==> src/hw/npc_settings.svh <==
// rv64 only; the reset pc must be word aligned and the register count stays at 32
`ifndef NPC_SETTINGS_SVH
`define NPC_SETTINGS_SVH

// ********************
// datapath widths
// ********************

// integer register and pc width
`define NPC_XLEN 64
// pc of the first accepted instruction
`define NPC_RESET_PC 64'h80000000
// general registers, x0 included
`define NPC_NREGS 32

`endif

==> src/hw/npc_pkg.sv <==
// types shared by all stages; widths follow npc_settings.svh and are not meant to change alone
`include "npc_settings.svh"

package npc_pkg;

	// ********************
	// datapath types
	// ********************

	// one register value
	typedef logic [`NPC_XLEN-1:0] npc_data_t;
	// instruction address
	typedef logic [`NPC_XLEN-1:0] npc_pc_t;
	// register index, x0..x31
	typedef logic [4:0] npc_reg_t;
	// raw 32-bit instruction word, no compressed forms
	typedef logic [31:0] npc_inst_t;

	// ********************
	// decoded operation
	// ********************

	// r-type first, then i-type, then u-type
	typedef enum logic [3:0] {
		OP_ADD,
		OP_SUB,
		OP_AND,
		OP_OR,
		OP_XOR,
		OP_ADDI,
		OP_SLLI,
		OP_LUI,
		// anything outside the subset
		OP_ILLEGAL
	} npc_op_t;

endpackage

==> src/hw/npc_core.sv <==
// four register stages, four in flight at most; a dependent instruction waits for writeback
`timescale 1ns/10ps
`include "npc_settings.svh"

module npc_core import npc_pkg::*; (
	input  logic      clk,
	input  logic      rst,
	// instruction stream
	input  logic      inst_valid,
	output logic      inst_ready,
	input  npc_inst_t inst,
	// retire port
	output logic      retire_valid,
	input  logic      retire_ready,
	output npc_pc_t   retire_pc,
	output npc_reg_t  retire_rd,
	output npc_data_t retire_value,
	output logic      retire_wen,
	output logic      retire_illegal
);

	// fetch to decode
	logic      f_valid;
	logic      f_ready;
	npc_pc_t   f_pc;
	npc_inst_t f_inst;

	// decode to register file
	npc_reg_t  rs1;
	npc_reg_t  rs2;
	npc_data_t rdata1;
	npc_data_t rdata2;
	logic      busy1;
	logic      busy2;
	logic      claim_en;
	npc_reg_t  claim_rd;

	// decode to execute
	logic      d_valid;
	logic      d_ready;
	npc_pc_t   d_pc;
	npc_op_t   d_op;
	npc_reg_t  d_rd;
	logic      d_wen;
	npc_data_t d_src_a;
	npc_data_t d_src_b;
	npc_data_t d_imm;

	// execute to writeback
	logic      e_valid;
	logic      e_ready;
	npc_pc_t   e_pc;
	npc_reg_t  e_rd;
	logic      e_wen;
	logic      e_illegal;
	npc_data_t e_result;

	// writeback to register file
	logic      wr_en;
	npc_reg_t  wr_rd;
	npc_data_t wr_data;

	// ********************
	// stages
	// ********************

	npc_fetch i_fetch (
		.clk        (clk),
		.rst        (rst),
		.inst_valid (inst_valid),
		.inst       (inst),
		.inst_ready (inst_ready),
		.f_valid    (f_valid),
		.f_pc       (f_pc),
		.f_inst     (f_inst),
		.f_ready    (f_ready)
	);

	npc_decode i_decode (
		.clk      (clk),
		.rst      (rst),
		.f_valid  (f_valid),
		.f_pc     (f_pc),
		.f_inst   (f_inst),
		.f_ready  (f_ready),
		.rs1      (rs1),
		.rs2      (rs2),
		.rdata1   (rdata1),
		.rdata2   (rdata2),
		.busy1    (busy1),
		.busy2    (busy2),
		.claim_en (claim_en),
		.claim_rd (claim_rd),
		.d_valid  (d_valid),
		.d_ready  (d_ready),
		.d_pc     (d_pc),
		.d_op     (d_op),
		.d_rd     (d_rd),
		.d_wen    (d_wen),
		.d_src_a  (d_src_a),
		.d_src_b  (d_src_b),
		.d_imm    (d_imm)
	);

	// registers plus scoreboard
	npc_regfile i_regfile (
		.clk      (clk),
		.rst      (rst),
		.rs1      (rs1),
		.rs2      (rs2),
		.rdata1   (rdata1),
		.rdata2   (rdata2),
		.busy1    (busy1),
		.busy2    (busy2),
		.claim_en (claim_en),
		.claim_rd (claim_rd),
		.wr_en    (wr_en),
		.wr_rd    (wr_rd),
		.wr_data  (wr_data)
	);

	npc_execute i_execute (
		.clk       (clk),
		.rst       (rst),
		.d_valid   (d_valid),
		.d_ready   (d_ready),
		.d_pc      (d_pc),
		.d_op      (d_op),
		.d_rd      (d_rd),
		.d_wen     (d_wen),
		.d_src_a   (d_src_a),
		.d_src_b   (d_src_b),
		.d_imm     (d_imm),
		.e_valid   (e_valid),
		.e_ready   (e_ready),
		.e_pc      (e_pc),
		.e_rd      (e_rd),
		.e_wen     (e_wen),
		.e_illegal (e_illegal),
		.e_result  (e_result)
	);

	npc_writeback i_writeback (
		.clk            (clk),
		.rst            (rst),
		.e_valid        (e_valid),
		.e_ready        (e_ready),
		.e_pc           (e_pc),
		.e_rd           (e_rd),
		.e_wen          (e_wen),
		.e_illegal      (e_illegal),
		.e_result       (e_result),
		.retire_valid   (retire_valid),
		.retire_ready   (retire_ready),
		.retire_pc      (retire_pc),
		.retire_rd      (retire_rd),
		.retire_value   (retire_value),
		.retire_wen     (retire_wen),
		.retire_illegal (retire_illegal),
		.wr_en          (wr_en),
		.wr_rd          (wr_rd),
		.wr_data        (wr_data)
	);

endmodule

==> src/hw/npc_decode.sv <==
// subset decode only; a source with a pending write holds the instruction here, no bypassing
`timescale 1ns/10ps
`include "npc_settings.svh"

module npc_decode import npc_pkg::*; (
	input  logic      clk,
	input  logic      rst,
	// from fetch
	input  logic      f_valid,
	input  npc_pc_t   f_pc,
	input  npc_inst_t f_inst,
	output logic      f_ready,
	// register file reads
	output npc_reg_t  rs1,
	output npc_reg_t  rs2,
	input  npc_data_t rdata1,
	input  npc_data_t rdata2,
	input  logic      busy1,
	input  logic      busy2,
	// destination claim
	output logic      claim_en,
	output npc_reg_t  claim_rd,
	// issue slot towards execute
	output logic      d_valid,
	input  logic      d_ready,
	output npc_pc_t   d_pc,
	output npc_op_t   d_op,
	output npc_reg_t  d_rd,
	output logic      d_wen,
	output npc_data_t d_src_a,
	output npc_data_t d_src_b,
	output npc_data_t d_imm
);

	logic [6:0] opcode;
	logic [2:0] funct3;
	logic [6:0] funct7;
	npc_reg_t   inst_rd;
	npc_op_t    op;
	npc_data_t  imm_i;
	npc_data_t  imm_u;
	logic       need_rs1;
	logic       need_rs2;
	logic       srcs_free;
	logic       issue;
	logic       wen;

	// ********************
	// fields
	// ********************

	assign opcode  = f_inst[6:0];
	assign inst_rd = f_inst[11:7];
	assign funct3  = f_inst[14:12];
	assign rs1     = f_inst[19:15];
	assign rs2     = f_inst[24:20];
	assign funct7  = f_inst[31:25];

	// sign extended immediates
	assign imm_i = {{(`NPC_XLEN-12){f_inst[31]}}, f_inst[31:20]};
	assign imm_u = {{(`NPC_XLEN-32){f_inst[31]}}, f_inst[31:12], 12'b0};

	// operation decode
	always_comb begin
		op = OP_ILLEGAL;
		case (opcode)
			// op, register-register
			7'b0110011: begin
				if (funct7 == 7'b0000000) begin
					case (funct3)
						3'b000:  op = OP_ADD;
						3'b100:  op = OP_XOR;
						3'b110:  op = OP_OR;
						3'b111:  op = OP_AND;
						default: op = OP_ILLEGAL;
					endcase
				end else if (funct7 == 7'b0100000 && funct3 == 3'b000) begin
					op = OP_SUB;
				end
			end
			// op-imm; rv64 slli has a 6-bit shamt, funct6 must be zero
			7'b0010011: begin
				if (funct3 == 3'b000) begin
					op = OP_ADDI;
				end else if (funct3 == 3'b001 && f_inst[31:26] == 6'b0) begin
					op = OP_SLLI;
				end
			end
			7'b0110111: op = OP_LUI;
			default:    op = OP_ILLEGAL;
		endcase
	end

	// ********************
	// hazard check
	// ********************

	// lui and illegal read nothing
	assign need_rs1  = (op != OP_LUI) && (op != OP_ILLEGAL);
	// only r-type reads rs2
	assign need_rs2  = (op == OP_ADD) || (op == OP_SUB) || (op == OP_AND)
		|| (op == OP_OR) || (op == OP_XOR);
	assign srcs_free = !(need_rs1 && busy1) && !(need_rs2 && busy2);

	// stalled until writeback frees the source
	assign f_ready = srcs_free && (!d_valid || d_ready);
	assign issue   = f_valid && f_ready;

	// write flag as decoded, x0 included
	assign wen = (op != OP_ILLEGAL);

	// x0 is never claimed
	assign claim_en = issue && wen && (inst_rd != '0);
	assign claim_rd = inst_rd;

	// ********************
	// issue slot
	// ********************

	always_ff @(posedge clk) begin
		if (rst) begin
			d_valid <= 1'b0;
		end else if (issue) begin
			d_valid <= 1'b1;
		end else if (d_ready) begin
			d_valid <= 1'b0;
		end
	end

	always_ff @(posedge clk) begin
		if (issue) begin
			d_pc    <= f_pc;
			d_op    <= op;
			d_rd    <= inst_rd;
			d_wen   <= wen;
			d_src_a <= rdata1;
			d_src_b <= rdata2;
			// lui carries the upper immediate, all others the i-type one
			d_imm   <= (op == OP_LUI) ? imm_u : imm_i;
		end
	end

endmodule

==> src/hw/npc_execute.sv <==
// single-cycle alu for the subset; illegal operations carry a zero result and no write
`timescale 1ns/10ps
`include "npc_settings.svh"

module npc_execute import npc_pkg::*; (
	input  logic      clk,
	input  logic      rst,
	// from decode
	input  logic      d_valid,
	output logic      d_ready,
	input  npc_pc_t   d_pc,
	input  npc_op_t   d_op,
	input  npc_reg_t  d_rd,
	input  logic      d_wen,
	input  npc_data_t d_src_a,
	input  npc_data_t d_src_b,
	input  npc_data_t d_imm,
	// result slot towards writeback
	output logic      e_valid,
	input  logic      e_ready,
	output npc_pc_t   e_pc,
	output npc_reg_t  e_rd,
	output logic      e_wen,
	output logic      e_illegal,
	output npc_data_t e_result
);

	npc_data_t result;
	logic      take;

	assign d_ready = !e_valid || e_ready;
	assign take    = d_valid && d_ready;

	// ********************
	// alu
	// ********************

	always_comb begin
		case (d_op)
			OP_ADD:  result = d_src_a + d_src_b;
			OP_SUB:  result = d_src_a - d_src_b;
			OP_AND:  result = d_src_a & d_src_b;
			OP_OR:   result = d_src_a | d_src_b;
			OP_XOR:  result = d_src_a ^ d_src_b;
			OP_ADDI: result = d_src_a + d_imm;
			// shamt sits in the low six immediate bits
			OP_SLLI: result = d_src_a << d_imm[5:0];
			// already shifted by decode
			OP_LUI:  result = d_imm;
			default: result = '0;
		endcase
	end

	// ********************
	// result slot
	// ********************

	always_ff @(posedge clk) begin
		if (rst) begin
			e_valid <= 1'b0;
		end else if (take) begin
			e_valid <= 1'b1;
		end else if (e_ready) begin
			e_valid <= 1'b0;
		end
	end

	always_ff @(posedge clk) begin
		if (take) begin
			e_pc      <= d_pc;
			e_rd      <= d_rd;
			e_wen     <= d_wen;
			e_illegal <= (d_op == OP_ILLEGAL);
			e_result  <= result;
		end
	end

endmodule

==> src/hw/npc_fetch.sv <==
// no fetch memory; instructions come as a stream and the pc only counts up, never redirects
`timescale 1ns/10ps
`include "npc_settings.svh"

module npc_fetch import npc_pkg::*; (
	input  logic      clk,
	input  logic      rst,
	// instruction stream in
	input  logic      inst_valid,
	input  npc_inst_t inst,
	output logic      inst_ready,
	// slot towards decode
	output logic      f_valid,
	output npc_pc_t   f_pc,
	output npc_inst_t f_inst,
	input  logic      f_ready
);

	// pc given to the next accepted instruction
	npc_pc_t pc;
	logic    accept;

	// slot empty or draining this cycle
	assign inst_ready = !f_valid || f_ready;
	assign accept     = inst_valid && inst_ready;

	// ********************
	// control
	// ********************

	always_ff @(posedge clk) begin
		if (rst) begin
			f_valid <= 1'b0;
			pc      <= `NPC_RESET_PC;
		end else begin
			if (accept) begin
				f_valid <= 1'b1;
				// one word per instruction
				pc      <= pc + npc_pc_t'(4);
			end else if (f_ready) begin
				f_valid <= 1'b0;
			end
		end
	end

	// ********************
	// payload
	// ********************

	// pc travels with the word it was taken for
	always_ff @(posedge clk) begin
		if (accept) begin
			f_pc   <= pc;
			f_inst <= inst;
		end
	end

endmodule

==> src/hw/npc_regfile.sv <==
// x0 reads zero; up to three writes per register in flight, more than that wraps the busy count
`timescale 1ns/10ps
`include "npc_settings.svh"

module npc_regfile import npc_pkg::*; (
	input  logic      clk,
	input  logic      rst,
	// decode read side
	input  npc_reg_t  rs1,
	input  npc_reg_t  rs2,
	output npc_data_t rdata1,
	output npc_data_t rdata2,
	output logic      busy1,
	output logic      busy2,
	// destination claim at issue
	input  logic      claim_en,
	input  npc_reg_t  claim_rd,
	// writeback side, also releases the claim
	input  logic      wr_en,
	input  npc_reg_t  wr_rd,
	input  npc_data_t wr_data
);

	npc_data_t  regs [`NPC_NREGS];
	// pending writes per register, busy while nonzero
	logic [1:0] pend [`NPC_NREGS];

	// ********************
	// reads
	// ********************

	// state before the edge, no bypass
	assign rdata1 = (rs1 == '0) ? '0 : regs[rs1];
	assign rdata2 = (rs2 == '0) ? '0 : regs[rs2];
	assign busy1  = (pend[rs1] != 2'd0);
	assign busy2  = (pend[rs2] != 2'd0);

	// ********************
	// register array
	// ********************

	always_ff @(posedge clk) begin
		if (rst) begin
			for (int i = 0; i < `NPC_NREGS; i++) begin
				regs[i] <= '0;
			end
		end else if (wr_en && wr_rd != '0) begin
			regs[wr_rd] <= wr_data;
		end
	end

	// ********************
	// scoreboard
	// ********************

	// claim and release on one register at one edge cancel out,
	// so a younger claim keeps it busy
	always_ff @(posedge clk) begin
		if (rst) begin
			for (int i = 0; i < `NPC_NREGS; i++) begin
				pend[i] <= 2'd0;
			end
		end else begin
			// x0 never counts
			for (int i = 1; i < `NPC_NREGS; i++) begin
				if (claim_en && claim_rd == npc_reg_t'(i)
						&& !(wr_en && wr_rd == npc_reg_t'(i))) begin
					pend[i] <= pend[i] + 2'd1;
				end else if (wr_en && wr_rd == npc_reg_t'(i)
						&& !(claim_en && claim_rd == npc_reg_t'(i))) begin
					pend[i] <= pend[i] - 2'd1;
				end
			end
		end
	end

endmodule

==> src/hw/npc_writeback.sv <==
// the register write and busy release happen only on the retire handshake, never before
`timescale 1ns/10ps
`include "npc_settings.svh"

module npc_writeback import npc_pkg::*; (
	input  logic      clk,
	input  logic      rst,
	// from execute
	input  logic      e_valid,
	output logic      e_ready,
	input  npc_pc_t   e_pc,
	input  npc_reg_t  e_rd,
	input  logic      e_wen,
	input  logic      e_illegal,
	input  npc_data_t e_result,
	// retire port
	output logic      retire_valid,
	input  logic      retire_ready,
	output npc_pc_t   retire_pc,
	output npc_reg_t  retire_rd,
	output npc_data_t retire_value,
	output logic      retire_wen,
	output logic      retire_illegal,
	// register file write
	output logic      wr_en,
	output npc_reg_t  wr_rd,
	output npc_data_t wr_data
);

	logic take;
	logic retire;

	assign e_ready = !retire_valid || retire_ready;
	assign take    = e_valid && e_ready;
	assign retire  = retire_valid && retire_ready;

	// write lands at the same edge as the handshake
	assign wr_en   = retire && retire_wen;
	assign wr_rd   = retire_rd;
	assign wr_data = retire_value;

	// ********************
	// retire slot
	// ********************

	always_ff @(posedge clk) begin
		if (rst) begin
			retire_valid <= 1'b0;
		end else if (take) begin
			retire_valid <= 1'b1;
		end else if (retire_ready) begin
			retire_valid <= 1'b0;
		end
	end

	always_ff @(posedge clk) begin
		if (take) begin
			retire_pc      <= e_pc;
			retire_rd      <= e_rd;
			retire_value   <= e_result;
			retire_wen     <= e_wen;
			retire_illegal <= e_illegal;
		end
	end

endmodule

==> config.mk <==
export PLATFORM = sky130hd
export DESIGN_NAME = npc_core
export DESIGN_NICKNAME = d
export VERILOG_FILES = /design/src/hw/npc_pkg.sv /design/src/hw/npc_core.sv /design/src/hw/npc_decode.sv /design/src/hw/npc_execute.sv /design/src/hw/npc_fetch.sv /design/src/hw/npc_regfile.sv /design/src/hw/npc_writeback.sv
export VERILOG_INCLUDE_DIRS = /design/src /design/src/hw
export SDC_FILE = /design/constraint.sdc
export NUM_CORES = 2
export LEC_CHECK = 0
export BUFFER_PORTS_ARGS = -buffer_cell sky130_fd_sc_hd__buf_2
export CAP_MARGIN = 20
export CORE_ASPECT_RATIO = 0.5
export CORE_MARGIN = 3
export CORE_UTILIZATION = 24
export CTS_BUF_LIST = sky130_fd_sc_hd__clkbuf_4 sky130_fd_sc_hd__clkbuf_8
export DETAILED_ROUTE_END_ITERATION = 8
export MAX_ROUTING_LAYER = met4
export PLACE_DENSITY = 0.4
export SLEW_MARGIN = 10
export SYNTH_ARGS = -nofsm -noshare
export SYNTH_HDL_FRONTEND = slang
export SYNTH_SLANG_ARGS = --single-unit
==> constraint.sdc <==
create_clock -name clk -period 32.5 [get_ports clk]
set_input_delay 6.5 -clock clk [delete_from_list [all_inputs] [get_ports clk]]
set_output_delay 6.5 -clock clk [all_outputs]
set_load 0.01 [all_outputs]
==> results.md <==
- Run status: completed
- Path class of the lowest-slack min-delay path: flop to flop
- Footprint of the flip-flops and latches: about 83,000 um2
- Number of buffer cells added on primary ports: between 150 and 200
- Routed wire length: 593.0 mm
- # Post-CTS Setup Buffers: 0
- Dominant cells by area after synthesis: sky130_fd_sc_hd__edfxtp_1 55%, sky130_fd_sc_hd__mux4_2 21%, sky130_fd_sc_hd__and2_1 8.5%
- Arrival time worst endpoint: a little over 8 ns
- CTS buffer count: approximately 460
- Core Area: 608,400 um2
- Rows: between 200 and 250
- Sum of buffers and inverters on the critical path: 2
- Busiest layer in global routing: met2
- Via density: 4.968
- Area added between synthesis and finish: 13.83%
- Half-perimeter wire length of the detailed placement result: between 300 and 400 mm
- Library cells used by synthesis: 84
- Clk pin slew, worst setup/hold paths: 0.06 ns
- Maximum vdd ir drop: 0.03625 mV
- Hold Fails Final Rpt: 0
- Accumulated negative setup slack: 0 ns
- Cell Int Power: just over 6 mW
- Met2 usage in global routing: 29.34%
- CTS-repair resized insts: 0
- Clock Skews: 0.09079 ns
- Kind of start point of the critical path: primary input
- Maximum operating frequency: 0.06797 GHz
- Die height: 559.9 um
- PD cells: slightly above 50 nW/um2
- Min Tclk post-route: about 15 ns
- Clock insertion delay at the later pin of the skew report: 1.24 ns
- Worst Tran Pin Value: 1.183 ns
- Switching portion of total power: between 20% and 30%
- Clock tree from TritonCTS: yes
- Via count: about 92,000
- Register area share after synthesis: a little under three fifths
- Worst Setup Path Type: primary input to output pin
- Crit share post-route: between 40% and 50%
- Post-synthesis instance area: about 150,000 um2
- Final weighted congestion in routability-driven placement: approximately 0.95
- Async set-reset flop share out of synthesis: 0%
- Unrepaired setup endpoints after global routing: false
- Critical path fanouts, max: 9
- Net switching component of the power: 2.324 mW
- Max Root-Sink Buffers: 4
- Synth area leader: sky130_fd_sc_hd__edfxtp_1
- Fill count: about 60,000
- Routed wirelength normalized by instance count: around 32 um
- GRT Overall Usage: around a fifth
- CTS root buf: sky130_fd_sc_hd__clkbuf_8
- Die Span X: 1.114 mm
- Yosys warning total: 0
- Global-route wire length before repair: approximately 800 mm
- Fraction of final layout cells sized beyond drive strength 1: 25.86%
- Leakage power: approximately 59 nW
- Average instance area after synthesis: about 15 um2
- Combinational share of power: about 13%
- Via count of the first global-routing pass: 93,340
- Top-area cell type share of the netlist area: a little under three fifths
- Number of nets in the layout: around 10,000
- Required @ worst endpoint: ~26 ns
- GR met1 Demand/Resource: between 20% and 30%
- Initial cell density of the core: roughly a quarter
- Top-Level Pins: roughly 170
- Met3 track demand over resource in global routing: roughly 3.0%
- Crit-path cells: buf_2 > nor2b_1 > and3_1 > o31ai_1 > buf_2
- Crit path largest cell delay: between 0.7 and 0.8 ns
- Max capacitance violation total: 0
- Number of iterations in the first detailed-routing pass: 7
- Worst hold-check slack: 0.3830 ns
- Number of standard cells in the final layout excluding fillers: between 15,000 and 20,000
- Rel. slew slack: around a fifth
- Hold-fix buffers, CTS: 0
- Kind of cell adding the most delay to the critical path: compound AO/OA/AOI/OAI gates
- Clock tree sinks: between 2,000 and 3,000
- Antenna violation net count after detailed routing: 0
- Critical-path cell with the highest stage delay: sky130_fd_sc_hd__o31ai_1
- DRC viols: 0
- Total Power Consumption: 8.436 mW
- Count of flip-flops with a built-in enable after synthesis: 2,702
- Number of endpoints failing setup at the final stage: 0
- Sequential cell fraction of total power: between 40% and 50%
- Pin count of the biggest net entering global routing: roughly 110
- Worst setup EP type: output pin
- Area of the multi-input gates: between 60,000 and 70,000 um2
- Full die area: roughly 620,000 um2
- Max-slew violation total from the final report: 0
- H-tree Lvls: 5
- Total non-filler cell area in the finished layout: approximately 170,000 um2
- Clk pwr share: 38.1%
- Crit-path most repeated cell: sky130_fd_sc_hd__buf_2
- First DRT Iteration DRCs: between 10,000 and 15,000
- Number of storage elements in the synthesis netlist: 2,778
- Antenna violations before repair: 80
- Synthesized netlist cell count: 9,913
- Post-placement cell area: between 150,000 and 200,000 um2
- Commonest register cell after synthesis: sky130_fd_sc_hd__edfxtp_1
- Placed cell count: roughly 18,000
- Congestion Overflow GR: 0
-- path summary, 6_finish.rpt --
path	cells after the start	start	end	slack (ns)
setup / recovery	5	retire_ready	inst_ready	17.79
hold / removal	0	i_decode.d_rd[1]	i_execute.e_rd[1]	0.38
setup reg to reg	18	i_decode.d_src_b[17]	i_execute.e_result[61]	24.97
hold reg to reg	0	i_decode.d_rd[1]	i_execute.e_rd[1]	0.38
-- power groups by stage --
stage               registers [mW]  logic [mW]  clock network [mW]
floorplan                     4.20       0.664                   0
global placement              4.23        1.06                   0
detailed placement            4.24        1.06                   0
CTS                           4.17        1.06                3.32
global route                  4.18        1.11                3.47
finish                        4.16        1.05                3.22
-- metal layers --
layer	vias to the layer above	wire, um	part of all wire [%]
met4	0	11510	1.9
met1	49600	268300	45
li1	38410	-	-
met3	747	41820	7.1
met2	3718	271300	46
met5	-	0	0
-- sequential cells by signal (all words and copies together), names as in the netlist, 64 cells and up, named ones only --
| register | count |
|---|---|
| i_decode.d_src_a | 64 |
| i_decode.d_src_b | 64 |
| i_execute.e_result | 64 |
| i_regfile.regs | 2048 |
| i_writeback.retire_value | 64 |
-- cell families (layout without fill, tap and decap cells) --
| group | Yosys count | in the layout | share of synthesized area [%] |
|---|---|---|---|
| multiplexers | 1593 | 1593 | 22.30 |
| adder cells (fa/ha/maj) | 210 | 210 | 1.789 |
| XOR/XNOR | 135 | 135 | 0.8030 |
| AND/OR/NAND/NOR | 3231 | 3231 | 12.46 |
| flip-flops | 2778 | 2778 | 56.14 |
| other | 1 | 119 | 0.002547 |
| buffers and inverters | 1086 | 1509 | 2.787 |
| AO/OA/AOI/OAI | 879 | 879 | 3.718 |
-- stage by stage --
stage	setup WS, ns	utilization [%]
finish	17.79	27.55
global route	17.66	27.53
CTS	17.72	27.51
detailed placement	17.72	26.03
global placement	17.73	26.01
floorplan	10.60	-
-- placed cells by master, fill, tap and decap left out, types with 70 or more instances in the layout --
cell type / count
sky130_fd_sc_hd__a21oi_1: 261
sky130_fd_sc_hd__and2_1: 2001
sky130_fd_sc_hd__buf_2: 169
sky130_fd_sc_hd__buf_4: 298
sky130_fd_sc_hd__clkbuf_4: 181
sky130_fd_sc_hd__clkbuf_8: 477
sky130_fd_sc_hd__clkinv_1: 119
sky130_fd_sc_hd__dfxtp_1: 76
sky130_fd_sc_hd__edfxtp_1: 2702
sky130_fd_sc_hd__ha_1: 209
sky130_fd_sc_hd__inv_1: 168
sky130_fd_sc_hd__mux2i_1: 223
sky130_fd_sc_hd__mux4_2: 1348
sky130_fd_sc_hd__nand2_1: 342
sky130_fd_sc_hd__nand3_1: 70
sky130_fd_sc_hd__nor2_1: 366
sky130_fd_sc_hd__nor3_1: 70
sky130_fd_sc_hd__o21ai_0: 248
sky130_fd_sc_hd__xor2_1: 88
-- cell usage after synthesis (all sizes together), types with 17 or more instances --
master,number
nand2b,46
o211ai,30
a22oi,23
nor3,81
xor2,88
or4,31
a31oi,22
xnor2,47
o21ai,251
ha,209
edfxtp,2702
mux2i,223
nand2,343
a221oi,38
or2,25
or3,61
inv,173
a21oi,262
and3,35
buf,123
nor4,20
clkbuf,787
a21o,48
and2,2003
nand3,70
o22ai,32
mux2,22
nor2,390
o31ai,26
mux4,1348
nor2b,23
nand4,58
dfxtp,76
o221ai,17
-- final cells by class --
cell class	count	area share [%]
Multi-Input combinational cell	6114	36.50
Sequential cell	2778	49.31
Clock inverter	177	0.6659
Clock buffer	658	4.727
Antenna cell	53	0.07913
Inverter	176	0.4061
Timing Repair Buffer	498	2.219
Tap cell	8160	6.091
No activity file was read; power rests on OpenSTA's default activity.
